**src/hw/scaler_video_pkg.sv**
```systemverilog
/*
	Scaler video definitions
	Pixel format, line buffer sizing and output blanking
*/

package scaler_video_pkg;

	// Pixel format
	localparam int BPC = 8;                    // Bits per component

	// Frame limits
	localparam int MAX_W = 64;                 // Max input active width
	localparam int MAX_H = 64;                 // Max input active height
	localparam int COL_W = $clog2(MAX_W) + 1;  // Column index, holds MAX_W itself
	localparam int ROW_W = $clog2(MAX_H) + 1;  // Row count, holds MAX_H itself

	// Output timing
	localparam int H_BLANK = 8;                // Idle clocks between output lines

	// Line buffer ring
	localparam int LINES = 3;                  // Two lines read while a third fills

endpackage

```
**src/hw/scaler_out.sv**
```systemverilog
/*
	Scaler result stage
	Input registers, scaled or bypass select, output clock enable
*/

`timescale 1ns/1ps

module scaler_out
	import scaler_video_pkg::*;
(
	input  logic           VID_CLK_IN,
	input  logic           rst_n,
	input  logic           run,
	input  logic           vid_cke_in,
	input  logic           vid_vs_in,
	input  logic           vid_hs_in,
	input  logic           vid_de_in,
	input  logic [BPC-1:0] vid_r_in,
	input  logic [BPC-1:0] vid_g_in,
	input  logic [BPC-1:0] vid_b_in,
	input  logic           vs_s,        // Scaled stream
	input  logic           hs_s,
	input  logic           de_s,
	input  logic [BPC-1:0] r_s,
	input  logic [BPC-1:0] g_s,
	input  logic [BPC-1:0] b_s,
	output logic           reg_vs,      // Registered input
	output logic           reg_hs,
	output logic           reg_de,
	output logic [BPC-1:0] reg_r,
	output logic [BPC-1:0] reg_g,
	output logic [BPC-1:0] reg_b,
	output logic           vid_cke_out,
	output logic           vid_vs_out,
	output logic           vid_hs_out,
	output logic           vid_de_out,
	output logic [BPC-1:0] vid_r_out,
	output logic [BPC-1:0] vid_g_out,
	output logic [BPC-1:0] vid_b_out
);

	logic cke_d;  // Input enable, aligned with reg_*

	// Sync and enable as single clock strobes per qualified sample
	always_ff @(posedge VID_CLK_IN or negedge rst_n)
	begin
		if (!rst_n)
		begin
			reg_vs <= 1'b0;
			reg_hs <= 1'b0;
			reg_de <= 1'b0;
			cke_d <= 1'b1;
		end
		else
		begin
			reg_vs <= vid_cke_in & vid_vs_in;
			reg_hs <= vid_cke_in & vid_hs_in;
			reg_de <= vid_cke_in & vid_de_in;
			cke_d <= vid_cke_in;
		end
	end

	// Pixel data held between samples
	always_ff @(posedge VID_CLK_IN)
	begin
		if (vid_cke_in)
		begin
			reg_r <= vid_r_in;
			reg_g <= vid_g_in;
			reg_b <= vid_b_in;
		end
	end

	// Scaled output runs every clock
	assign vid_cke_out = run | cke_d;
	assign vid_vs_out  = run ? vs_s : reg_vs;
	assign vid_hs_out  = run ? hs_s : reg_hs;
	assign vid_de_out  = run ? de_s : reg_de;
	assign vid_r_out   = run ? r_s : reg_r;
	assign vid_g_out   = run ? g_s : reg_g;
	assign vid_b_out   = run ? b_s : reg_b;

endmodule

```
**config.mk**
```make
export PLATFORM = sky130hd
export DESIGN_NAME = scaler_out
export DESIGN_NICKNAME = d
export VERILOG_FILES = /design/src/hw/scaler_video_pkg.sv /design/src/hw/scaler_out.sv
export SDC_FILE = /design/constraint.sdc
export NUM_CORES = 1
export LEC_CHECK = 0
export BUFFER_PORTS_ARGS = -buffer_cell sky130_fd_sc_hd__buf_2
export CORE_ASPECT_RATIO = 1.5
export CORE_MARGIN = 2
export CORE_UTILIZATION = 37
export DETAILED_ROUTE_END_ITERATION = 8
export GPL_TIMING_DRIVEN = 1
export PLACE_DENSITY_LB_ADDON = 0.3
export RECOVER_POWER = 25
export SLEW_MARGIN = 10
export SYNTH_ARGS = -nofsm -noshare
export SYNTH_HDL_FRONTEND = slang
export SYNTH_SLANG_ARGS = --single-unit
```
**constraint.sdc**
```tcl
create_clock -name VID_CLK_IN -period 1.7 [get_ports VID_CLK_IN]
set_clock_uncertainty 0.15 [all_clocks]
set_input_delay 0.51 -clock VID_CLK_IN [delete_from_list [all_inputs] [get_ports VID_CLK_IN]]
set_output_delay 0.51 -clock VID_CLK_IN [all_outputs]
set_load 0.01 [all_outputs]
```
==> key figures <==
Routing
  – Drt first pass iters: 6
  – 1st-iter DRT viols: 15
  – Via count: 1,031
  – Drt drc: 0
  – Final WL: 3.483 mm
  – WL/cell: 15.41 um
  – DR vias/cell: 4.562
  – Final ANT Viol Nets: 0

Floorplan
  – Die Ht: 75.86 um
  – Die area: 0.003938 mm^2
  – Die X-Extent: 51.91 um
  – Cell row count: 26
  – Core area: 0.003351 mm^2
  – I/O pins: 113
  – Initial core utilization: 38.01%

Global route
  – Global-route wire length before repair: 4.629 mm
  – Met3 global-route usage: 3.529%
  – Busiest layer in global routing: met2
  – Vias in the first global route: 1,028
  – Met2 Track Usage GR: 34.88%
  – Antenna violations before repair: 0
  – Largest net degree at the start of global routing: 16
  – GRT Overall Usage: 16.49%
  – M1 GR Usage: 14.52%
  – Gr ovfl total: 0

Yosys
  – Commonest cells post-synth: edfxtp_1, mux2_4, mux2_2
  – Synth Cell Area: 0.001274 mm^2
  – Leading area contributor after synthesis: edfxtp_1
  – Post-synth EDFFs: 24
  – Top-count cell post-synth: edfxtp_1
  – Yosys warns: 0
  – Post-synthesis sequential area ratio: 64.54%
  – Post-Synthesis Cells: 62
  – Top-area cell type share of the netlist area: 56.58%
  – Ys flop type: edfxtp_1
  – Mapped Nets: 120
  – Synth top area cells: edfxtp_1, mux2_4, mux2_2
  – Synth Area per Inst: 20.54 um^2
  – Synth Register Bits: 28
  – Synth unique cells: 9
  – Asr flop ratio synth: 14.29%

Min path
  – Cells on Worst Hold Path: 1
  – End of the worst hold path: reg_b[0]
  – Hold path start: vid_b_in[0]
  – Tightest Hold Check Type: in2reg

Finish
  – Number of diodes: 0
  – Core Util, Final: 68.11%
  – Layout Cells excl Fill: 226
  – Share of cells above drive strength 1: 82.61%
  – Fillcell total: 259
  – Area Overhead vs Synth: 79.17%
  – Final #Nets: 243

Worst setup path
  – Startpoint types: primary input
  – CP required: 1.04 ns
  – Crit Path Max Fanout: 6
  – Worst path arrival time: 1.21 ns
  – Worst Path Class, Setup: in2out
  – CP Capture Type: primary output

Placement
  – Post-detail-place hpwl: 2.486 mm
  – DP Cell Count: 217
  – I/O Buffers: 112
  – Global placer's final weighted congestion: 0.6617

STA
  – Setup TNS: -4.516 ns
  – Final min period: 1.872 ns
  – Final Hold Slack: 0.2614 ns
  – Max Fclk: 534.3 MHz
  – Worst slew margin relative to its limit: 87.94%
  – Slew @ Worst Pin: 0.1809 ns
  – Final worst slack: -0.1716 ns
  – Final Hold Viols: 0
  – Period utilisation layout: 110.1%
  – Final Max Slew Viols: 0
  – RSZ-0062 raised after global routing: true
  – Final setup viols: 28

Job
  – MaxCap Viol Count: 0

Power
  – Leakage power total: 0.001134 uW
  – Total power: 1721 uW
  – Pwr dens: 754.1 mW/mm^2
  – Worst IR drop on VDD: 0.0004659 V

Clock tree
  – Worst-path clk slew: 0.09 ns
  – Clock root cell: clkbuf_8
  – CTS tree: built
  – Num CTS Buffers: 3
  – Htree depth: 1
  – Clock tree buffer depth: 2
  – Clk sinks: 28

Run status
  – Failing checks: negative setup slack
  – Run status: finished, violations left
==> logic make-up after synthesis <==
family	Yosys count	synth area share [%]
buf+inv	3	4.028
flops	28	64.54
mux	27	29.47
simple gates	4	1.965
==> where the power goes <==
group          total [uW]  switching, uW  internal, uW
logic                 493            184           309
clock network         398            191           207
registers             830           25.4           805
total                1720            401          1320
==> layer usage <==
metal | vias up | wire length, um
li1 | 482 | -
met1 | 479 | 1053
met2 | 68 | 2099
met3 | 2 | 310
met4 | 0 | 20
met5 | - | 0
==> area by class of cell <==
class                           instances  area, um^2  share of cell area [%]
Tap cell                               42       52.55                   2.303
Multi-Input combinational cell         31       430.4                   18.86
Clock buffer                            4       55.05                   2.412
Sequential cell                        28       822.0                   36.02
Timing Repair Buffer                  121       922.1                   40.41
==> critical path: stages <==
cell and delay [ns]:
buf_16 0.14, buf_16 0.14, mux2_4 0.30, buf_6 0.12
==> registers in the layout (all words and copies together) (netlist names) <==
name	count
reg_b	8
reg_g	8
reg_r	8
cke_d	1
reg_de	1
reg_hs	1
reg_vs	1
==> cells in the final DEF, fill, tap and decap left out <==
master	synthesis	final
buf_2	0	84
mux2_4	19	27
buf_6	1	27
edfxtp_1	24	24
buf_16	0	5
clkbuf_8	0	4
and2_1	3	3
dfrtp_1	3	3
buf_4	0	2
or2_1	1	1
dfstp_2	1	1
dlygate4sd3_1	0	1
buf_8	0	1
buf_12	2	1
==> metrics by stage <==
| step | setup slack (ns) | area, um^2 |
|---|---|---|
| floorplan | -0.03794 | 1282 |
| global placement | -0.2521 | 1878 |
| detailed placement | -0.2816 | 1878 |
| CTS | -0.1765 | 2282 |
| global route | -0.1844 | 2282 |
| finish | -0.1716 | 2282 |
==> repair_timing <==
| action | 4_1_cts | 5_1_grt |
|---|---|---|
| pin swaps | 1 | 0 |
| cloned | 4 | 0 |
| hold endpoints to repair | 3 | 0 |
| hold buffers | 1 | 0 |
| resized for setup | 46 | 0 |
| buffers inserted | 0 | 0 |
| endpoints found under the setup margin | 28 | 28 |
==> worst max-delay path by stage <==
stage | from | endpoint | slack, ns | cells past startpoint
after floorplan | run | vid_g_out[0] | -0.04 | 3
after global placement | run | vid_g_out[7] | -0.25 | 4
after detailed placement | run | vid_g_out[7] | -0.28 | 4
after CTS | run | vid_g_out[7] | -0.18 | 4
after global routing | run | vid_r_out[7] | -0.18 | 4
final | run | vid_g_out[4] | -0.17 | 4
No activity file was read; power rests on OpenSTA's default activity.
