`src/hw/scaler_video_pkg.sv`:
```
/*
	Scaler video definitions
	Pixel format, line buffer sizing and output blanking
*/

package scaler_video_pkg;

	// Pixel format
	localparam int BPC = 8;                    // Bits per component

	// Frame limits
	localparam int MAX_W = 64;                 // Max input active width
	localparam int MAX_H = 64;                 // Max input active height
	localparam int COL_W = $clog2(MAX_W) + 1;  // Column index, holds MAX_W itself
	localparam int ROW_W = $clog2(MAX_H) + 1;  // Row count, holds MAX_H itself

	// Output timing
	localparam int H_BLANK = 8;                // Idle clocks between output lines

	// Line buffer ring
	localparam int LINES = 3;                  // Two lines read while a third fills

endpackage

```
`src/hw/scaler_hbs.sv`:
```
/*
	Horizontal bilinear scaler, one colour channel
	Emits each column and its average with the next one
*/

`timescale 1ns/1ps

module scaler_hbs
	import scaler_video_pkg::*;
(
	input  logic             VID_CLK_IN,
	input  logic             rst_n,
	input  logic             run,
	input  logic [COL_W-1:0] h_in,
	input  logic             hs_in,
	input  logic             de_in,
	input  logic [BPC-1:0]   dat_in,
	input  logic             vld_in,
	output logic             hs_out,
	output logic             de_out,
	output logic [BPC-1:0]   dat_out
);

	logic [BPC-1:0]   cur;    // Current column
	logic [BPC-1:0]   nxt;    // Next column
	logic [BPC:0]     sum;
	logic             ph;     // Output pixel parity
	logic [COL_W-1:0] scnt;   // Columns shifted in
	logic             shift;
	logic [4:0]       hs_sr;  // Sync delay to match data
	logic [4:0]       de_sr;

	// Extra shift after the last column repeats it
	assign shift = vld_in || (ph && scnt == h_in);
	assign sum   = {1'b0, cur} + {1'b0, nxt};

	always_ff @(posedge VID_CLK_IN or negedge rst_n)
	begin
		if (!rst_n)
		begin
			ph <= 1'b0;
			scnt <= '0;
			hs_sr <= '0;
			de_sr <= '0;
		end
		else
		begin
			hs_sr <= run ? {hs_sr[3:0], hs_in} : 5'd0;
			de_sr <= run ? {de_sr[3:0], de_in} : 5'd0;
			ph <= hs_in ? 1'b0 : ~ph;  // Even phase starts with de
			if (hs_in)
				scnt <= '0;
			else if (shift)
				scnt <= scnt + 1'b1;
		end
	end

	// Column pair and output pixel
	always_ff @(posedge VID_CLK_IN)
	begin
		if (shift)
		begin
			cur <= nxt;
			if (vld_in)
				nxt <= dat_in;
		end
		dat_out <= ph ? sum[BPC:1] : cur;  // Odd pixel is the floor average
	end

	assign hs_out = hs_sr[4];
	assign de_out = de_sr[4];

endmodule

```
`config.mk`:
```
export PLATFORM = sky130hd
export DESIGN_NAME = scaler_hbs
export DESIGN_NICKNAME = d
export VERILOG_FILES = /design/src/hw/scaler_video_pkg.sv /design/src/hw/scaler_hbs.sv
export SDC_FILE = /design/constraint.sdc
export NUM_CORES = 1
export LEC_CHECK = 0
export BUFFER_PORTS_ARGS = -buffer_cell sky130_fd_sc_hd__buf_4
export CORE_ASPECT_RATIO = 0.9
export CORE_MARGIN = 3
export CORE_UTILIZATION = 49
export DETAILED_ROUTE_END_ITERATION = 10
export GPL_ROUTABILITY_DRIVEN = 0
export GPL_TIMING_DRIVEN = 0
export PLACE_DENSITY = 0.83
export SETUP_SLACK_MARGIN = 0.3
export SYNTH_ARGS = -nofsm -noshare
export SYNTH_HDL_FRONTEND = slang
export SYNTH_SLANG_ARGS = --single-unit
```
`constraint.sdc`:
```
create_clock -name VID_CLK_IN -period 1.64 [get_ports VID_CLK_IN]
set_clock_uncertainty 0.05 [all_clocks]
set_input_delay 0.164 -clock VID_CLK_IN [delete_from_list [all_inputs] [get_ports VID_CLK_IN]]
set_output_delay 0.164 -clock VID_CLK_IN [all_outputs]
set_load 0.02 [all_outputs]
```
==> results.toml <==
[status]
status = "complete, but fails checks"
failed_checks = "negative setup slack"

[power]
power_mw = 2.41
p_leak_nw = 1.12
irDropWorstVdd_v = 0.000641
power_density_nw_per_um2 = 937

[layout]
syn2layout_area_growth_pct = 41.0
instances_no_fill = 255
diodes = 0
fin_area_sq_um = 2570
final_nets = 240
final_layout_size_suffix_gt1_share_pct = 40.3

[die]
die_h_um = 63.8
core_area_sq_um = 3480
initial_core_util_pct = 52.3
num_io_pins = 31
row_count = 20
dieWidth_um = 70.3
fp.dieArea_sq_um = 4480

[worst_setup_path]
critPathSlowestCell = "dfrtp_1"
slowest_delay_ps = 410
crit_path_start_kind = "flop"
endpoint_kind = "flop"
cp.required_ps = 1760
crit_arrival_ps = 1970
cp_max_fo = 5
worst-setup-path-type = "flop to flop"
rr_endpoint = "scnt[6]"
cp_top_family = "compound AO/OA/AOI/OAI gates"
cp-startpoint = "scnt[1]"
reg2reg_slack_ps = -210
cp-endpoint = "scnt[6]"
cp.depth = 6
r2r_cells = 6
r2r_start = "scnt[1]"
path_buf_inv = 1
worstPathCellList = "xor2_1, nor4_2, a41oi_2, buf_6, o21ai_0, a21oi_2"

[logic_synthesis]
syn_nets = 179
synth.area.top_cells = "edfxtp_1, dfrtp_1, dfxtp_1"
postSynthCellCount = 149
synth_edf_count = 16
ys_seq_elements = 42
yosys_warnings = 0
yosysTopAreaCellShare_pct = 26.4
ys_seq_area_share_pct = 59.9
yosysTopAreaCell = "edfxtp_1"
synth.cell_area_sq_um = 1820
ys_types = 38
yosys_most_used_dff = "dfrtp_1"
syn_avg_cell_area_sq_um = 12.2
async_flop_share_pct = 42.9

[global_route]
gr-total-overflow = 0
grtUsageTotal_pct = 18.6
grt_pass1_wl_mm = 6.40
grt_max_degree = 19
antenna_found_initial = 0
grt_pass1_vias = 1450

[worst_hold_path]
holdPathStages = 2
min_from = "de_in"
hp-class = "primary input to flop"

[place]
post_dp_cell_area_sq_um = 2150
hpwl_mm = 2.47
placedCellCount = 222
io_buffers = 29

[sta]
maxSlewViolCount = 0
rsz0062_at_grt = "true"
tightest_slew_ps = 520
post-route-period-util_pct = 113
max_slew_margin_pct = 65.4
setup_ws_ps = -210
finalSetupViolCount = 21
clock.fmax_mhz = 540
timing.final.hold_violations = 0
fin_crit_ps = 1850

[routing]
drtIter0Drc = 56
drtAntennaViolNets = 0
wl_per_cell_um = 15.7
first_pass_iters = 4
totalWireLength_mm = 4.02
via_per_inst = 5.24
drc = 0
via_count = 1337

[cts]
clk_pin_slew_ps = 80
clkLatencyLatePin_ps = 300
clockRootBuffer = "clkbuf_8"
clk_path_buf_depth = 2
cts_tree = "built"
cts_max_level = 2
clkSinkCount = 42
numCtsBuffers = 5

[run]
drv_cap = 0
-- worst reg2reg max path, stage by stage, from the launching register on --
cell and delay [ps]:
dfrtp_1 410, xor2_1 160, nor4_2 300, a41oi_2 210
buf_6 180, o21ai_0 320, a21oi_2 100
-- sequential cells by signal, summed over array words and instances, names as in the netlist --
signal	cells
cur	8
dat_out	8
nxt	8
scnt	7
de_sr	5
hs_sr	5
ph	1
-- worst min path at each step --
stage | slack (ps) | endpoint
after floorplan | -180 | de_sr[0]
after global placement | -10 | de_sr[0]
after detailed placement | -6 | hs_sr[4]
after CTS | 40 | de_sr[0]
after global routing | 50 | de_sr[0]
final | 40 | de_sr[0]
-- power breakdown --
| group | total (mW) | switching (mW) | internal [mW] | leakage [nW] |
|---|---|---|---|---|
| Combinational | 0.547 | 0.259 | 0.288 | 0.609 |
| Sequential | 1.21 | 0.0425 | 1.17 | 0.469 |
| Clock | 0.644 | 0.342 | 0.303 | 0.0395 |
| Total | 2.41 | 0.643 | 1.76 | 1.12 |
-- cells in the final DEF (no fill, tap or decap), drive strengths merged, types with 8 or more instances in the layout --
cell	n
xor2	8
dfxtp	8
buf	46
edfxtp	16
ha	8
and2	10
a21oi	8
dlygate4sd3	9
dfrtp	18
clkbuf	12
nor2	9
-- repair_timing --
action / CTS / global route
gates resized for setup: 22 / 9
setup buffers: 11 / 4
gates cloned: 0 / 1
hold buffers: 9 / 0
setup endpoints to repair: 21 / 22
pin swaps: 16 / 13
endpoints found under the hold margin: 26 / 0
-- cell families (layout without fill, tap and decap cells) --
family	count (synthesis)	after routing	synth area share [%]
muxes	6	6	3.57
DFF	42	42	59.9
xor gates and xnor gates	12	12	5.77
buffers and inverters	12	74	2.61
and+or+nand+nor	42	42	12.9
AOI/OAI and AO/OA	26	26	8.66
adders and majority gates	9	9	6.60
-- final cells by class --
type | instances | area [sq um]
Clock buffer | 8 | 80.1
Sequential cell | 42 | 1090
Timing Repair Buffer | 54 | 437
Inverter | 7 | 30.0
Fill cell | 225 | 912
Multi-Input combinational cell | 95 | 845
Buffer | 5 | 28.8
Tap cell | 44 | 55.1
-- cell usage after synthesis, types with 3 or more instances --
| cell | number |
|---|---|
| nand2_1 | 6 |
| edfxtp_1 | 16 |
| ha_1 | 8 |
| dfrtp_1 | 18 |
| or3_1 | 3 |
| clkbuf_1 | 3 |
| a21oi_1 | 8 |
| mux2_2 | 4 |
| and2_1 | 10 |
| xnor2_1 | 4 |
| dfxtp_1 | 8 |
| xor2_1 | 8 |
| inv_1 | 7 |
| o21ai_0 | 7 |
| nor2_1 | 9 |
-- metrics by stage --
stage	hold WS, ps	util [%]	setup WS, ps	setup TNS [ps]
after floorplan	-182	-	-45.8	-158
after global placement	-13.4	61.9	-154	-1860
after detailed placement	-6.43	61.9	-237	-3220
after CTS	39.3	71.8	-226	-3350
after global routing	54.5	73.8	-314	-5190
final	41.5	73.8	-210	-2990
-- per-layer routing --
layer / part of all wire [%] / routed length (um) / vias up / track usage, %
met5: 0 / 0 / - / 0
met4: 2.8 / 111 / 0 / 9.81
met3: 3.3 / 133 / 10 / 3.93
met2: 53 / 2130 / 33 / 33.6
li1: - / - / 645 / -
met1: 41 / 1640 / 649 / 20.4
Power figures use the tool's default switching activity.
