--- config.mk ---
export PLATFORM = sky130hd
export DESIGN_NAME = scaler_ctl
export DESIGN_NICKNAME = d
export VERILOG_FILES = /design/src/hw/scaler_reg_pkg.sv /design/src/hw/scaler_video_pkg.sv /design/src/hw/scaler_ctl.sv
export SDC_FILE = /design/constraint.sdc
export NUM_CORES = 1
export LEC_CHECK = 0
export BUFFER_PORTS_ARGS = -buffer_cell sky130_fd_sc_hd__buf_2
export CORE_MARGIN = 2
export CORE_UTILIZATION = 45
export DETAILED_ROUTE_END_ITERATION = 10
export GPL_ROUTABILITY_DRIVEN = 0
export PLACE_DENSITY = 0.9
export SLEW_MARGIN = 0
export SYNTH_ARGS = -nofsm -noshare
export SYNTH_HDL_FRONTEND = slang
export SYNTH_SLANG_ARGS = --single-unit
--- constraint.sdc ---
create_clock -name VID_CLK_IN -period 1.05 [get_ports VID_CLK_IN]
set_input_delay 0.0525 -clock VID_CLK_IN [delete_from_list [all_inputs] [get_ports VID_CLK_IN]]
set_output_delay 0.0525 -clock VID_CLK_IN [all_outputs]
set_load 0.005 [all_outputs]
--- src/hw/scaler_reg_pkg.sv ---
/*
	Scaler register map
	Local bus sizes, register addresses and control bits
*/

package scaler_reg_pkg;

	// Local bus
	localparam int ADR_W = 4;   // Address width
	localparam int DAT_W = 16;  // Data width

	// Register addresses
	localparam int REG_CTL  = 0;  // Control
	localparam int REG_H_IN = 1;  // Input active width
	localparam int REG_V_IN = 2;  // Input active height

	// Control register fields
	localparam int CTL_RUN_BIT = 0;  // Scaler enable

endpackage

--- src/hw/scaler_video_pkg.sv ---
/*
	Scaler video definitions
	Pixel format, line buffer sizing and output blanking
*/

package scaler_video_pkg;

	// Pixel format
	localparam int BPC = 8;                    // Bits per component

	// Frame limits
	localparam int MAX_W = 64;                 // Max input active width
	localparam int MAX_H = 64;                 // Max input active height
	localparam int COL_W = $clog2(MAX_W) + 1;  // Column index, holds MAX_W itself
	localparam int ROW_W = $clog2(MAX_H) + 1;  // Row count, holds MAX_H itself

	// Output timing
	localparam int H_BLANK = 8;                // Idle clocks between output lines

	// Line buffer ring
	localparam int LINES = 3;                  // Two lines read while a third fills

endpackage

--- src/hw/scaler_ctl.sv ---
/*
	Scaler register decoder
	Local bus access to the run bit and input frame size
*/

`timescale 1ns/1ps

module scaler_ctl
	import scaler_reg_pkg::*, scaler_video_pkg::*;
(
	input  logic             VID_CLK_IN,
	input  logic             rst_n,

	// Local bus
	input  logic             lb_wr,
	input  logic             lb_rd,
	input  logic [ADR_W-1:0] lb_adr,
	input  logic [DAT_W-1:0] lb_din,
	output logic [DAT_W-1:0] lb_dout,
	output logic             lb_vld,

	// Settings
	output logic             run,
	output logic [COL_W-1:0] h_in,
	output logic [ROW_W-1:0] v_in
);

	logic [DAT_W-1:0] h_lim;  // Clamped width
	logic [DAT_W-1:0] v_lim;  // Clamped height

	// Force size into 1..lim
	function automatic logic [DAT_W-1:0] clamp(input logic [DAT_W-1:0] val,
			input logic [DAT_W-1:0] lim);
		if (val == '0)
			clamp = 'd1;
		else if (val > lim)
			clamp = lim;
		else
			clamp = val;
	endfunction

	assign h_lim = clamp(lb_din, DAT_W'(MAX_W));
	assign v_lim = clamp(lb_din, DAT_W'(MAX_H));

	// Register writes
	always_ff @(posedge VID_CLK_IN or negedge rst_n)
	begin
		if (!rst_n)
		begin
			run  <= 1'b0;
			h_in <= COL_W'(MAX_W);
			v_in <= ROW_W'(MAX_H);
			lb_vld <= 1'b0;
		end
		else
		begin
			lb_vld <= lb_rd;  // Readback one clock after strobe
			if (lb_wr)
			begin
				case (lb_adr)
					ADR_W'(REG_CTL):  run  <= lb_din[CTL_RUN_BIT];
					ADR_W'(REG_H_IN): h_in <= h_lim[COL_W-1:0];
					ADR_W'(REG_V_IN): v_in <= v_lim[ROW_W-1:0];
					default: ;  // Unmapped, ignored
				endcase
			end
		end
	end

	// Readback mux
	always_ff @(posedge VID_CLK_IN)
	begin
		if (lb_rd)
		begin
			lb_dout <= '0;  // Unmapped reads as zero
			case (lb_adr)
				ADR_W'(REG_CTL):  lb_dout[CTL_RUN_BIT] <= run;
				ADR_W'(REG_H_IN): lb_dout <= DAT_W'(h_in);
				ADR_W'(REG_V_IN): lb_dout <= DAT_W'(v_in);
				default: ;
			endcase
		end
	end

	// Bus master must not overlap strobes
	a_lb_excl: assert property (@(posedge VID_CLK_IN) disable iff (!rst_n)
		!(lb_wr && lb_rd))
		else $error("lb_wr and lb_rd high together");

endmodule

==> metrics <==
asr flop ratio synth=about 70%; DR WL/cell=14.7 um; post-synthesis simple-gate area fraction=a little over an eighth; initial antenna violation count=0; Crit Path Max Fanout=3; arrival time worst endpoint=around 0.97 ns; Fill cells=roughly 200; RSZ-0062 raised after global routing=true; unique cell type count in the Yosys netlist=26; top cells by count, synth=dfrtp_1, o21ai_0, o41ai_1, nor2_1, nand2_1; cells taking the most area after synthesis=dfrtp_1, edfxtp_1, o41ai_1, buf_4, o21ai_0; Worst setup EP type=output pin; crit path kind=flop to output pin; Hold Path Stages=3; pin count of the biggest net entering global routing=17; Power Total=about 1.7 mW; grt ovf=0; Hold Path End=h_in[4]; core area=around 2500 um^2; Slew Viols, Final=0; Synth top area share=30.2%; Fin Setup TNS=0 ns; fmax=around 1 GHz; status=finished clean; row count=18; clock buffer depth=2; Die ar.=approximately 3000 um^2; worst path bufs/invs=1; slowest CP cell=dfstp_2; clock root cell=clkbuf_4; total global routing track utilization=21.9%; number of synthesized flops with an enable pin=7; Critical Path Source Type=flop; final setup fails=0; Final Hold Fails=0; CTS Buf Count=3; Num Clock Sinks=23; DRT iter0 DRCs=39; switching portion of total power=26.1%; Period minus WS final=~1.0 ns; area grow syn2layout=35.8%; Via Count=around 1,100; reg2reg start=h_in[6]; mux cell area share after synthesis=under 10%; flops & latches, synth=23; post-detail-place hpwl=between 2 and 2.5 mm; Clock Power Share=about a quarter; PD cells=between 1000 and 1500 nW/um^2; crit-path cells=buf_2; global-route wire length before repair=about 4.6 mm; RR Endpoint=lb_dout[6]; Max-Cap Viols=0; CTS tree=built; Gate power share=17.5%; drt via density=5.45; Die H=54.8 um; first drt pass iteration count=4; Worst-Skew Late Latency=slightly above 0.3 ns; worst vdd ir=just under 0.9 mV; Reg2Reg Depth=3; Final Skew=0.00536 ns; synthesized area=1160 um^2; Ports=56; part of the power in registers=58.0%; WL final=just under 3 mm; Compound-Gate Fraction of Synth Area=between 10% and 20%; vias in the first global route=around 1,000; CP max stage delay=0.56 ns; predominant post-synthesis flop cell=dfrtp_1; # diodes=0; net load switching power=between 0.4 and 0.5 mW; worst endpoint required time=1.00 ns; most common cell in the synthesized netlist=dfrtp_1; largest family of logic cells by synthesized area=compound AO/OA/AOI/OAI gates; Nets=~200; Avg Inst Size Synth=10.4 um^2; antenna-violating nets left=0; CP top delay family=flip-flops; FF-to-FF setup slack=~0.04 ns; worst min path class=input pin to flop; cells after synthesis=~110; Final Cycle Share=between 90% and 100%; H-tree depth=1; XOR/XNOR share of the synthesized area=0%; I/O Buffers=46; DRC viols=0; Die X-Extent=roughly 55 um; register area share after synthesis=52.9%; share of cells above drive strength 1=47.1%; Initial Util=a little under half; cell-internal power=1.26 mW; Lkg Pwr=0.750 nW; hold path startpoint=lb_din[4]; Adder-Cell Fraction of Synth Area=0%; clk slew on worst S/H paths=approximately 0.14 ns; Synth warnings=0; biggest area consumer among synthesized cells=dfrtp_1
-- worst max-delay path by stage --
| stage | startpoint | to | cells past startpoint |
|---|---|---|---|
| 2_1_floorplan | lb_adr[3] | run | 4 |
| 3_3_place_gp | lb_adr[3] | v_in[6] | 5 |
| 3_5_place_dp | lb_adr[3] | v_in[5] | 4 |
| 4_1_cts | lb_adr[3] | v_in[5] | 4 |
| 5_1_grt | v_in[6] | v_in[6] | 1 |
| 6_report | v_in[6] | v_in[6] | 1 |
-- logic make-up (layout without fill, tap and decap cells) --
kind of cell    count (synthesis)  count (layout)
mux                             4               4
flops                          23              23
simple gates                   33              33
buf+inv                        18              68
compound gates                 33              33
other cells                     1               9
-- registers in the layout, indices dropped and copies added (netlist names) --
signal / flops
h_in: 7
lb_vld: 1
lb_dout: 7
run: 1
v_in: 7
-- layout by cell type (no fill, tap or decap), types with 3 or more instances in the layout --
cell type      instances
edfxtp_1               7
clkbuf_4               3
o21ai_2                4
o41ai_1                8
o21ai_0                8
conb_1                 9
o41ai_2                4
nand2_1               10
dlygate4sd3_1          4
a22oi_1                6
buf_2                 45
buf_4                 13
dfrtp_1               14
nor2_1                11
-- cell type report --
class	instances	area [um^2]	area share, %
clock inverters	1	5.00	0.318
inverters	1	3.75	0.238
clock buffers	3	22.5	1.43
well taps	30	37.5	2.38
flip-flops and latches	23	613	38.9
multi-input cells	79	519	33.0
repair buffers	63	374	23.7
-- worst min-delay path, delay by kind of cell --
family	cells	cell delay, ns
buffers and inverters	1	0.11
AO/OA/AOI/OAI	1	0.07
AND/OR/NAND/NOR	1	0.07
-- metal layers --
layer | vias to the layer above | GRT usage (%) | share of wire [%] | wire, um
met2 | 60 | 39.5 | 52 | 1520
met5 | - | 0 | 0 | 0
met4 | 0 | 8.33 | 1.5 | 44
met1 | 515 | 25.8 | 38 | 1120
li1 | 510 | - | - | -
met3 | 4 | 3.55 | 8.8 | 259
-- power by group through the flow --
stage	clock network (mW)	logic, mW	registers, mW
global placement	0	0.256	1.01
global route	0.458	0.330	0.994
detailed placement	0	0.264	1.01
CTS	0.417	0.274	0.990
finish	0.417	0.298	0.990
floorplan	0	0.140	1.01
-- repair_timing --
action,4_1_cts,5_1_grt
resized for setup,0,2
setup endpoints to repair,0,9
endpoints found under the hold margin,18,1
setup buffers,0,1
hold buffers,3,1
-- metrics by stage --
stage / instances / setup slack, ns / utilization [%] / area [um^2] / hold WS (ns)
floorplan: 120 / -0.0608 / - / 1250 / -0.243
global placement: 191 / -0.259 / 60.8 / 1490 / -0.0155
detailed placement: 191 / -0.328 / 60.8 / 1490 / -0.0136
CTS: 198 / 0.00169 / 63.1 / 1550 / 0.00313
global route: 200 / -0.0169 / 64.2 / 1580 / 0.00967
finish: 200 / 0.0257 / 64.2 / 1580 / 0.0124
No activity file was read; power rests on OpenSTA's default activity.
