**src/hw/scaler_video_pkg.sv**
```systemverilog
/*
	Scaler video definitions
	Pixel format, line buffer sizing and output blanking
*/

package scaler_video_pkg;

	// Pixel format
	localparam int BPC = 8;                    // Bits per component

	// Frame limits
	localparam int MAX_W = 64;                 // Max input active width
	localparam int MAX_H = 64;                 // Max input active height
	localparam int COL_W = $clog2(MAX_W) + 1;  // Column index, holds MAX_W itself
	localparam int ROW_W = $clog2(MAX_H) + 1;  // Row count, holds MAX_H itself

	// Output timing
	localparam int H_BLANK = 8;                // Idle clocks between output lines

	// Line buffer ring
	localparam int LINES = 3;                  // Two lines read while a third fills

endpackage

```
**src/hw/scaler_tg.sv**
```systemverilog
/*
	Scaler output timing generator
	Turns completed input lines into pairs of output lines,
	drives line buffer reads and internal sync
*/

`timescale 1ns/1ps

module scaler_tg
	import scaler_video_pkg::*;
(
	input  logic             VID_CLK_IN,
	input  logic             rst_n,
	input  logic             run,
	input  logic [COL_W-1:0] h_in,
	input  logic [ROW_W-1:0] v_in,
	input  logic             in_vs,      // Input frame start strobe
	input  logic             line_done,  // Input line stored
	output logic             rd_en,
	output logic [COL_W-1:0] rd_col,
	output logic [1:0]       rd_row_a,
	output logic [1:0]       rd_row_b,
	output logic             rd_mix,
	output logic             vs_int,
	output logic             hs_int,
	output logic             de_int
);

	typedef enum logic [2:0] {ST_IDLE, ST_VS, ST_HS, ST_ACT, ST_BLK} st_t;

	st_t              state;
	logic [COL_W:0]   cnt;         // Output pixel or blank count
	logic             pass;        // 0 even line, 1 odd line
	logic [1:0]       pend;        // Line pairs waiting
	logic [1:0]       add;         // Pairs released by this line
	logic [ROW_W-1:0] in_lines;    // Input lines done this frame
	logic [ROW_W-1:0] out_row;     // Row being output
	logic [1:0]       wslot;       // Mirror of buffer write slot
	logic [1:0]       frame_slot;  // Slot of row 0
	logic [1:0]       rd_slot;     // Slot of out_row
	logic             frm;         // Frame in progress
	logic             fst;         // Next pair opens the frame
	logic             last_row;
	logic             pass_end;
	logic             pair_end;

	assign last_row = (out_row == v_in - 1'b1);
	assign pass_end = (state == ST_ACT) && (cnt == {h_in, 1'b0} - 1'b1);
	assign pair_end = pass_end & pass;

	// Line k+1 releases row k, last line also releases itself
	assign add = (frm && line_done) ?
		({1'b0, in_lines != '0} + {1'b0, (in_lines + 1'b1) == v_in}) : 2'd0;

	always_ff @(posedge VID_CLK_IN or negedge rst_n)
	begin
		if (!rst_n)
		begin
			state <= ST_IDLE;
			cnt <= '0;
			pass <= 1'b0;
			pend <= '0;
			in_lines <= '0;
			out_row <= '0;
			wslot <= '0;
			frame_slot <= '0;
			rd_slot <= '0;
			frm <= 1'b0;
			fst <= 1'b0;
		end
		else
		begin
			if (line_done)
				wslot <= (wslot == LINES - 1) ? 2'd0 : wslot + 2'd1;  // Follows the ring

			if (!run)
			begin
				state <= ST_IDLE;
				pend <= '0;
				pass <= 1'b0;
				frm <= 1'b0;
				fst <= 1'b0;
				in_lines <= '0;
			end
			else
			begin
				if (in_vs)
				begin
					frm <= 1'b1;
					fst <= 1'b1;
					in_lines <= '0;
					frame_slot <= wslot;  // Row 0 lands here
				end
				else if (frm && line_done)
					in_lines <= in_lines + 1'b1;

				pend <= pend + add - {1'b0, pair_end};

				case (state)
					ST_IDLE:
						if (pend != '0)
						begin
							pass <= 1'b0;
							cnt <= '0;
							if (fst)
							begin
								fst <= 1'b0;
								out_row <= '0;
								rd_slot <= frame_slot;
								state <= ST_VS;  // Frame pulse first
							end
							else
								state <= ST_HS;
						end
					ST_VS: state <= ST_HS;
					ST_HS:
					begin
						cnt <= '0;
						state <= ST_ACT;
					end
					ST_ACT:
						if (pass_end)
						begin
							cnt <= '0;
							pass <= ~pass;
							state <= ST_BLK;
							if (pass)
							begin
								out_row <= out_row + 1'b1;
								rd_slot <= (rd_slot == LINES - 1) ? 2'd0 : rd_slot + 2'd1;
							end
						end
						else
							cnt <= cnt + 1'b1;
					ST_BLK:
						if (cnt == H_BLANK - 1)
						begin
							cnt <= '0;
							state <= pass ? ST_HS : ST_IDLE;  // Odd line of the pair follows
						end
						else
							cnt <= cnt + 1'b1;
					default: state <= ST_IDLE;
				endcase
			end
		end
	end

	// Column read every other clock
	assign rd_en    = (state == ST_ACT) && !cnt[0];
	assign rd_col   = cnt[COL_W:1];
	assign rd_row_a = rd_slot;
	assign rd_row_b = (rd_slot == LINES - 1) ? 2'd0 : rd_slot + 2'd1;
	assign rd_mix   = pass && !last_row;  // Last row is repeated
	assign vs_int   = (state == ST_VS);
	assign hs_int   = (state == ST_HS);
	assign de_int   = (state == ST_ACT);

	// No active video while run is off
	a_de_run: assert property (@(posedge VID_CLK_IN) disable iff (!rst_n)
		!run |-> !de_int)
		else $error("de_int active while run cleared");

endmodule

```
**config.mk**
```make
export PLATFORM = sky130hd
export DESIGN_NAME = scaler_tg
export DESIGN_NICKNAME = d
export VERILOG_FILES = /design/src/hw/scaler_video_pkg.sv /design/src/hw/scaler_tg.sv
export SDC_FILE = /design/constraint.sdc
export NUM_CORES = 1
export LEC_CHECK = 0
export ABC_AREA = 1
export BUFFER_PORTS_ARGS = -buffer_cell sky130_fd_sc_hd__buf_2
export CORE_UTILIZATION = 55
export DETAILED_ROUTE_END_ITERATION = 6
export PLACE_DENSITY_LB_ADDON = 0.1
export SLEW_MARGIN = 20
export SYNTH_ARGS = -nofsm -noshare
export SYNTH_HDL_FRONTEND = slang
export SYNTH_SLANG_ARGS = --single-unit
export TNS_END_PERCENT = 1
```
**constraint.sdc**
```tcl
create_clock -name VID_CLK_IN -period 2.55 [get_ports VID_CLK_IN]
set_input_delay 0.255 -clock VID_CLK_IN [delete_from_list [all_inputs] [get_ports VID_CLK_IN]]
set_output_delay 0.255 -clock VID_CLK_IN [all_outputs]
set_load 0.02 [all_outputs]
```
==> flow_summary.toml, run 1 <==
[place]
hpwl_um = 4140
io_buffers = 34
place_ws_ns = 0.00506
gp_congestion = 0.955
dpl_cell_area_mm2 = 0.00281

[clock_tree]
path_clk_slew_ns = 0.08
cts_tree = "done"
ctsHoldBuffers = 0
clock_latency_ns = 0.29
numCtsBuffers = 5
clkSinkCount = 36
h-tree-depth = 2
clock_path_buffers = 2
ctsRootBufferMaster = "clkbuf_8"

[critical_path]
crit_fanout = 3
r2r_cells = 13
start_kind = "register"
path_cells = "ha_4, nand4_1, nor2_1, xor2_1, xnor2_1, nor3_1, ha_1, nand2_1, ha_2, xnor2_2, xor2_1, o21ai_1, a21oi_1"
arrival_ns = 2.71
worstSetupStartpoint = "in_lines[1]$_DFFE_PN0P_"
r2r_slack_ns = 0.06
r2r_end = "pend[1]$_DFF_PN0_"
worst_ep_required_time_ns = 2.77
critical_path.most_common_cell = "xor2_1"
cp-end-kind = "register"
crit_path_top_delay_cell = "dfrtp_2"
worstSetupPathType = "reg2reg"
slowest_delay_ns = 0.43
timing.rr.start = "in_lines[1]$_DFFE_PN0P_"

[pwr]
power_frac_comb_pct = 32.9
p_seq_share_pct = 35.1
p_total_mw = 2.18
swShare_pct = 35.5
power_switching_uw = 773
leakagePower_nw = 1.59
irDropWorstVdd_mv = 0.580
internal_power_mw = 1.41
powerDensity_mw_per_mm2 = 700
clkPwrFrac_pct = 32.0

[logic_synthesis]
synthArstFlopShare_pct = 100
avgSynthCellArea_um2 = 7.21
yosys.area.top_type = "dfrtp_1"
yosysMostFrequentCell = "nand2_1"
synth-seq-area-share_pct = 34.1
yosysWarnings = 0
synthFlopType = "dfrtp_1"
syn_area_mm2 = 0.00264
synth_cells = 366
synthTopCellsByArea = "dfrtp_1 34%, nand2_1 14%, xor2_1 7.0%, inv_1 6.7%, nor2_1 5.1%"
ys_ff_latch = 36
synth_common_cells = "101 x nand2_1, 47 x inv_1, 36 x dfrtp_1, 36 x nor2_1"
mappedNetlistNets = 394
yosys.area.top_type_share_pct = 34.1
synth_edf_count = 0
ys_types = 30

[die]
initial_core_util_pct = 59.0
io_pins = 35
rows = 24
die_area_mm2 = 0.00508
die_h_um = 71.3
core_mm2 = 0.00447
die_width_um = 71.3

[run_status]
violations = "DRC"
outcome = "complete, but fails checks"

[job]
maxCapViolCount = 0

[worst_hold_path]
worstHoldPathType = "in2async"

[routing]
wl_per_cell_um = 12.9
ant_nets = 0
vias_per_cell = 5.22
vias = 2401
drcViolationCount = 3
route.final.wire_length_um = 5920
drtIter0Drc = 148
first_pass_iters = 6

[global_route]
grt_usage_pct = 24.3
grt_pass1_wl_um = 9610
grt_start_max_net_pins = 37
grt_antenna_before_repair = 0
grt-ovfl-total = 0
grt_pass1_vias = 2260

[timing]
rsz0062_at_grt = "true"
skew_ns = 0.0119
period_minus_slack_ns = 2.49
finalCritPeriodShare_pct = 97.7
worst_slack_ns = 0.0578
whs_ns = 0.0447
finalSetupViolCount = 0
slew_headroom_pct = 47.3
worst_pin_slew_ns = 0.791
hold_viol_final = 0
fmax_ghz = 0.401
drv_slew = 0

[layout]
fin_util_pct = 69.5
final_area_mm2 = 0.00311
seq_area_um2 = 903
layout-drive-gt1-share_pct = 21.8
multi_input_area_mm2 = 0.00153
area.growth.synth_to_final_pct = 17.8
fin_nets = 435
num-fill-cells = 379
n_antenna_cell = 0
flip-flops by register name, indices dropped and copies added, names as in the netlist:
name	flops
cnt	8
in_lines	7
out_row	7
state	3
frame_slot	2
pend	2
rd_row_a	2
wslot	2
frm	1
fst	1
pass	1
repair_timing:
item                                    CTS  global route
pin swaps                                 2             7
buffers inserted                          5             4
gates resized for setup                   0            15
endpoints found under the setup margin    1             2
per-layer routing:
metal | up-vias | global-route usage, % | part of all wire (%) | wire length [um]
li1 | 1233 | - | - | -
met1 | 1118 | 31.4 | 46 | 2730
met2 | 43 | 40.5 | 49 | 2890
met3 | 7 | 4.36 | 4.2 | 248
met4 | 0 | 9.56 | 0.86 | 51
met5 | - | 0 | 0 | 0
power groups by stage:
stage,clock (mW),sequential (mW),combinational (mW)
after CTS,0.712,0.763,0.718
after global placement,0,0.768,0.702
after detailed placement,0,0.774,0.714
after floorplan,0,0.767,0.528
after global routing,0.732,0.777,0.809
final,0.697,0.764,0.717
placed cells by master (no fill, tap or decap), drive strengths merged:
master	n
a211oi	1
a21oi	7
buf	44
bufinv	3
clkbuf	5
clkinv	1
dfrtp	36
ha	9
inv	52
nand2	111
nand3	21
nand4	8
nor2	38
nor3	11
nor4	1
o21ai	21
o221a	1
o22ai	6
xnor2	11
xor2	21
critical path, delay by kind of cell, from the launching register on:
kind | cells | cell delay, ns
xor gates and xnor gates | 4 | 0.67
adders and majority gates | 3 | 0.60
and+or+nand+nor | 4 | 0.54
DFF | 1 | 0.43
AOI/OAI and AO/OA | 2 | 0.20
cell type report:
class                   instances  area share (%)
multi-input cells             267            49.1
clock buffers                   5            2.21
inverters                      53            6.80
flip-flops and latches         36            29.0
well taps                      52            2.09
repair buffers                 44            7.88
clock inverters                 3            2.90
worst max-delay path by stage:
stage,cells after the start,endpoint
after floorplan,13,pend[1]$_DFF_PN0_
after global placement,13,pend[1]$_DFF_PN0_
after detailed placement,13,pend[1]$_DFF_PN0_
after CTS,13,pend[1]$_DFF_PN0_
after global routing,13,pend[1]$_DFF_PN0_
final,13,pend[1]$_DFF_PN0_
logic make-up (layout without fill, tap and decap cells):
family,count (synthesis),in the layout,share of synthesized area [%]
and+or+nand+nor,190,190,32.4
adders and majority gates,9,9,4.27
buffers and inverters,63,105,10.6
xor gates and xnor gates,32,32,10.6
AOI/OAI and AO/OA,36,36,8.01
DFF,36,36,34.1
metrics by stage:
| step | std cells | TNS [ns] |
|---|---|---|
| after floorplan | 366 | 0 |
| after global placement | 443 | 0 |
| after detailed placement | 443 | 0 |
| after CTS | 456 | 0 |
| after global routing | 460 | -0.204 |
| final | 460 | 0 |
(Power assumes the default switching activity.)
==> run 2, diff against run 1 <==
==> constraint.sdc (replaced) <==
create_clock -name VID_CLK_IN -period 2.55 [get_ports VID_CLK_IN]
set_input_delay 0.1275 -clock VID_CLK_IN [delete_from_list [all_inputs] [get_ports VID_CLK_IN]]
set_output_delay 0.1275 -clock VID_CLK_IN [all_outputs]
set_load 0.02 [all_outputs]
==> run 2 against run 1 <==
Against the previous run: the run still ends with DRC left; global-route usage down 0.17 points; clock-buffer cell count up 1; combinational power about the same; largest cell class unchanged.
==> flow_summary.toml, run 2 (synthesis gave the netlist of run 1 again) <==
[timing]
hold_viol_final = 0
finalSetupViolCount = 0
fmax_ghz = 0.398
slew_headroom_pct = 44.7
finalCritPeriodShare_pct = 98.6
skew_ns = 0.00983
rsz0062_at_grt = "true"
period_minus_slack_ns = 2.51
whs_ns = 0.0554
worst_pin_slew_ns = 0.830
drv_slew = 0

[layout]
fin_nets = 433
fin_util_pct = 66.8
top_register = "cnt"
final_common_cell = "nand2_1"
final_cell_mix = "100 x nand2_1, 47 x inv_1, 36 x nor2_1, 36 x dfrtp_1, 34 x buf_2"
n_antenna_cell = 0
area.growth.synth_to_final_pct = 13.1
reg_top3 = "cnt x8, in_lines x7, out_row x7"
layout-drive-gt1-share_pct = 19.2
largest_reg_flops = 8

[routing]
wl_per_cell_um = 11.8
drtIter0Drc = 133
vias_per_cell = 5.08
ant_nets = 0
drcViolationCount = 3
vias = 2326
first_pass_iters = 6
route.final.wire_length_um = 5410

[pwr]
irDropWorstVdd_mv = 0.486
leakagePower_nw = 1.56
powerDensity_mw_per_mm2 = 638

[clock_tree]
path_clk_slew_ns = 0.08
numCtsBuffers = 5
h-tree-depth = 2
ctsRootBufferMaster = "clkbuf_8"
clkSinkCount = 36
clock_path_buffers = 2
cts_tree = "done"
clock_latency_ns = 0.30

[global_route]
grt_pass1_wl_um = 9600
grt_usage_pct = 24.1
use_met1_pct = 32.5
grt_start_max_net_pins = 37
gr-usage-met2_pct = 39.4
grt-ovfl-total = 0
met3_usage_pct = 5.06
top_usage_layer = "met2"
grt_antenna_before_repair = 0
grt_pass1_vias = 2185

[die]
io_pins = 35
rows = 24
die_width_um = 71.3
die_h_um = 71.3
core_mm2 = 0.00447
die_area_mm2 = 0.00508
initial_core_util_pct = 59.0

[job]
maxCapViolCount = 0

[critical_path]
cp-end-kind = "register"
worstSetupPathType = "reg2reg"
arrival_ns = 2.74
r2r_slack_ns = 0.04
start_kind = "register"
crit_fanout = 4
worst_ep_required_time_ns = 2.78

[run_status]
violations = "DRC"
outcome = "complete, but fails checks"

[place]
gp_congestion = 0.963
hpwl_um = 4070
io_buffers = 34

[worst_hold_path]
worstHoldPathType = "in2reg"
## run 2: cell count changes in the layout (fill, tap and decap cells not counted), moves of 2 or more
cell,before,now
dfrtp_2,2,0
inv_2,7,5
bufinv_16,3,0
inv_1,45,47
clkinv_2,0,2
dfrtp_1,34,36
buf_4,10,7
## run 2: path summary, 6_finish.rpt
| kind | start | end | depth (start not counted) |
|---|---|---|---|
| max | in_lines[0]$_DFFE_PN0P_ | pend[1]$_DFF_PN0_ | 13 |
| min | line_done | wslot[1]$_DFFE_PN0P_ | 2 |
| max reg2reg | in_lines[0]$_DFFE_PN0P_ | pend[1]$_DFF_PN0_ | 13 |
| min reg2reg | wslot[1]$_DFFE_PN0P_ | wslot[1]$_DFFE_PN0P_ | 1 |
| max in group asynchronous | rst_n | in_lines[0]$_DFFE_PN0P_ | 2 |
| min in group asynchronous | rst_n | cnt[6]$_DFFE_PN0P_ | 2 |
## run 2: stage by stage
stage | worst slack [ns] | instance area, um2 | cells | power [mW] | TNS, ns
6_report | 0.0354 | 2990 | 458 | 1.91 | 0
5_1_grt | -0.153 | 2990 | 458 | 2.05 | -0.227
4_1_cts | 0.0150 | 2960 | 457 | 1.92 | 0
3_5_place_dp | 0.0225 | 2810 | 443 | 1.49 | 0
3_3_place_gp | 0.140 | 2810 | 443 | 1.47 | 0
2_1_floorplan | 0.227 | 2640 | 366 | 1.30 | 0
## run 2: layout make-up
class                   count  area [um2]
flip-flops and latches     36         901
clock inverters             2        10.0
inverters                  53         211
repair buffers             42         233
fillers                   400        1490
clock buffers               6        82.6
multi-input cells         267        1480
well taps                  52        65.1
## run 2: worst max-delay path: stages (launching register included)
cell	delay, ns
dfrtp_1	0.41
ha_2	0.22
nand4_1	0.15
nor2_1	0.17
xor2_1	0.22
xnor2_1	0.14
nor3_1	0.07
ha_1	0.28
nand2_2	0.06
ha_4	0.17
xnor2_2	0.14
xor2_1	0.22
o21ai_1	0.08
a21oi_1	0.12
## run 2: what timing repair did
action / 4_1_cts / 5_1_grt
cloned: 0 / 0
endpoints found under the hold margin: 36 / 0
pin swaps: 2 / 6
setup endpoints to repair: 1 / 2
hold buffers: 1 / 0
gates resized for setup: 2 / 4
setup buffers: 5 / 1
## run 2: layer usage
layer	part of all wire [%]	vias to the layer above	wire length, um
met1	49	1061	2650
met4	0.67	0	36
met2	47	36	2540
met3	3.4	4	183
met5	0	-	0
li1	-	1225	-
## run 2: where the power goes
group | switching (mW) | internal (mW)
Combinational | 0.471 | 0.247
Clock | 0.210 | 0.216
Sequential | 0.0944 | 0.669
Total | 0.775 | 1.13
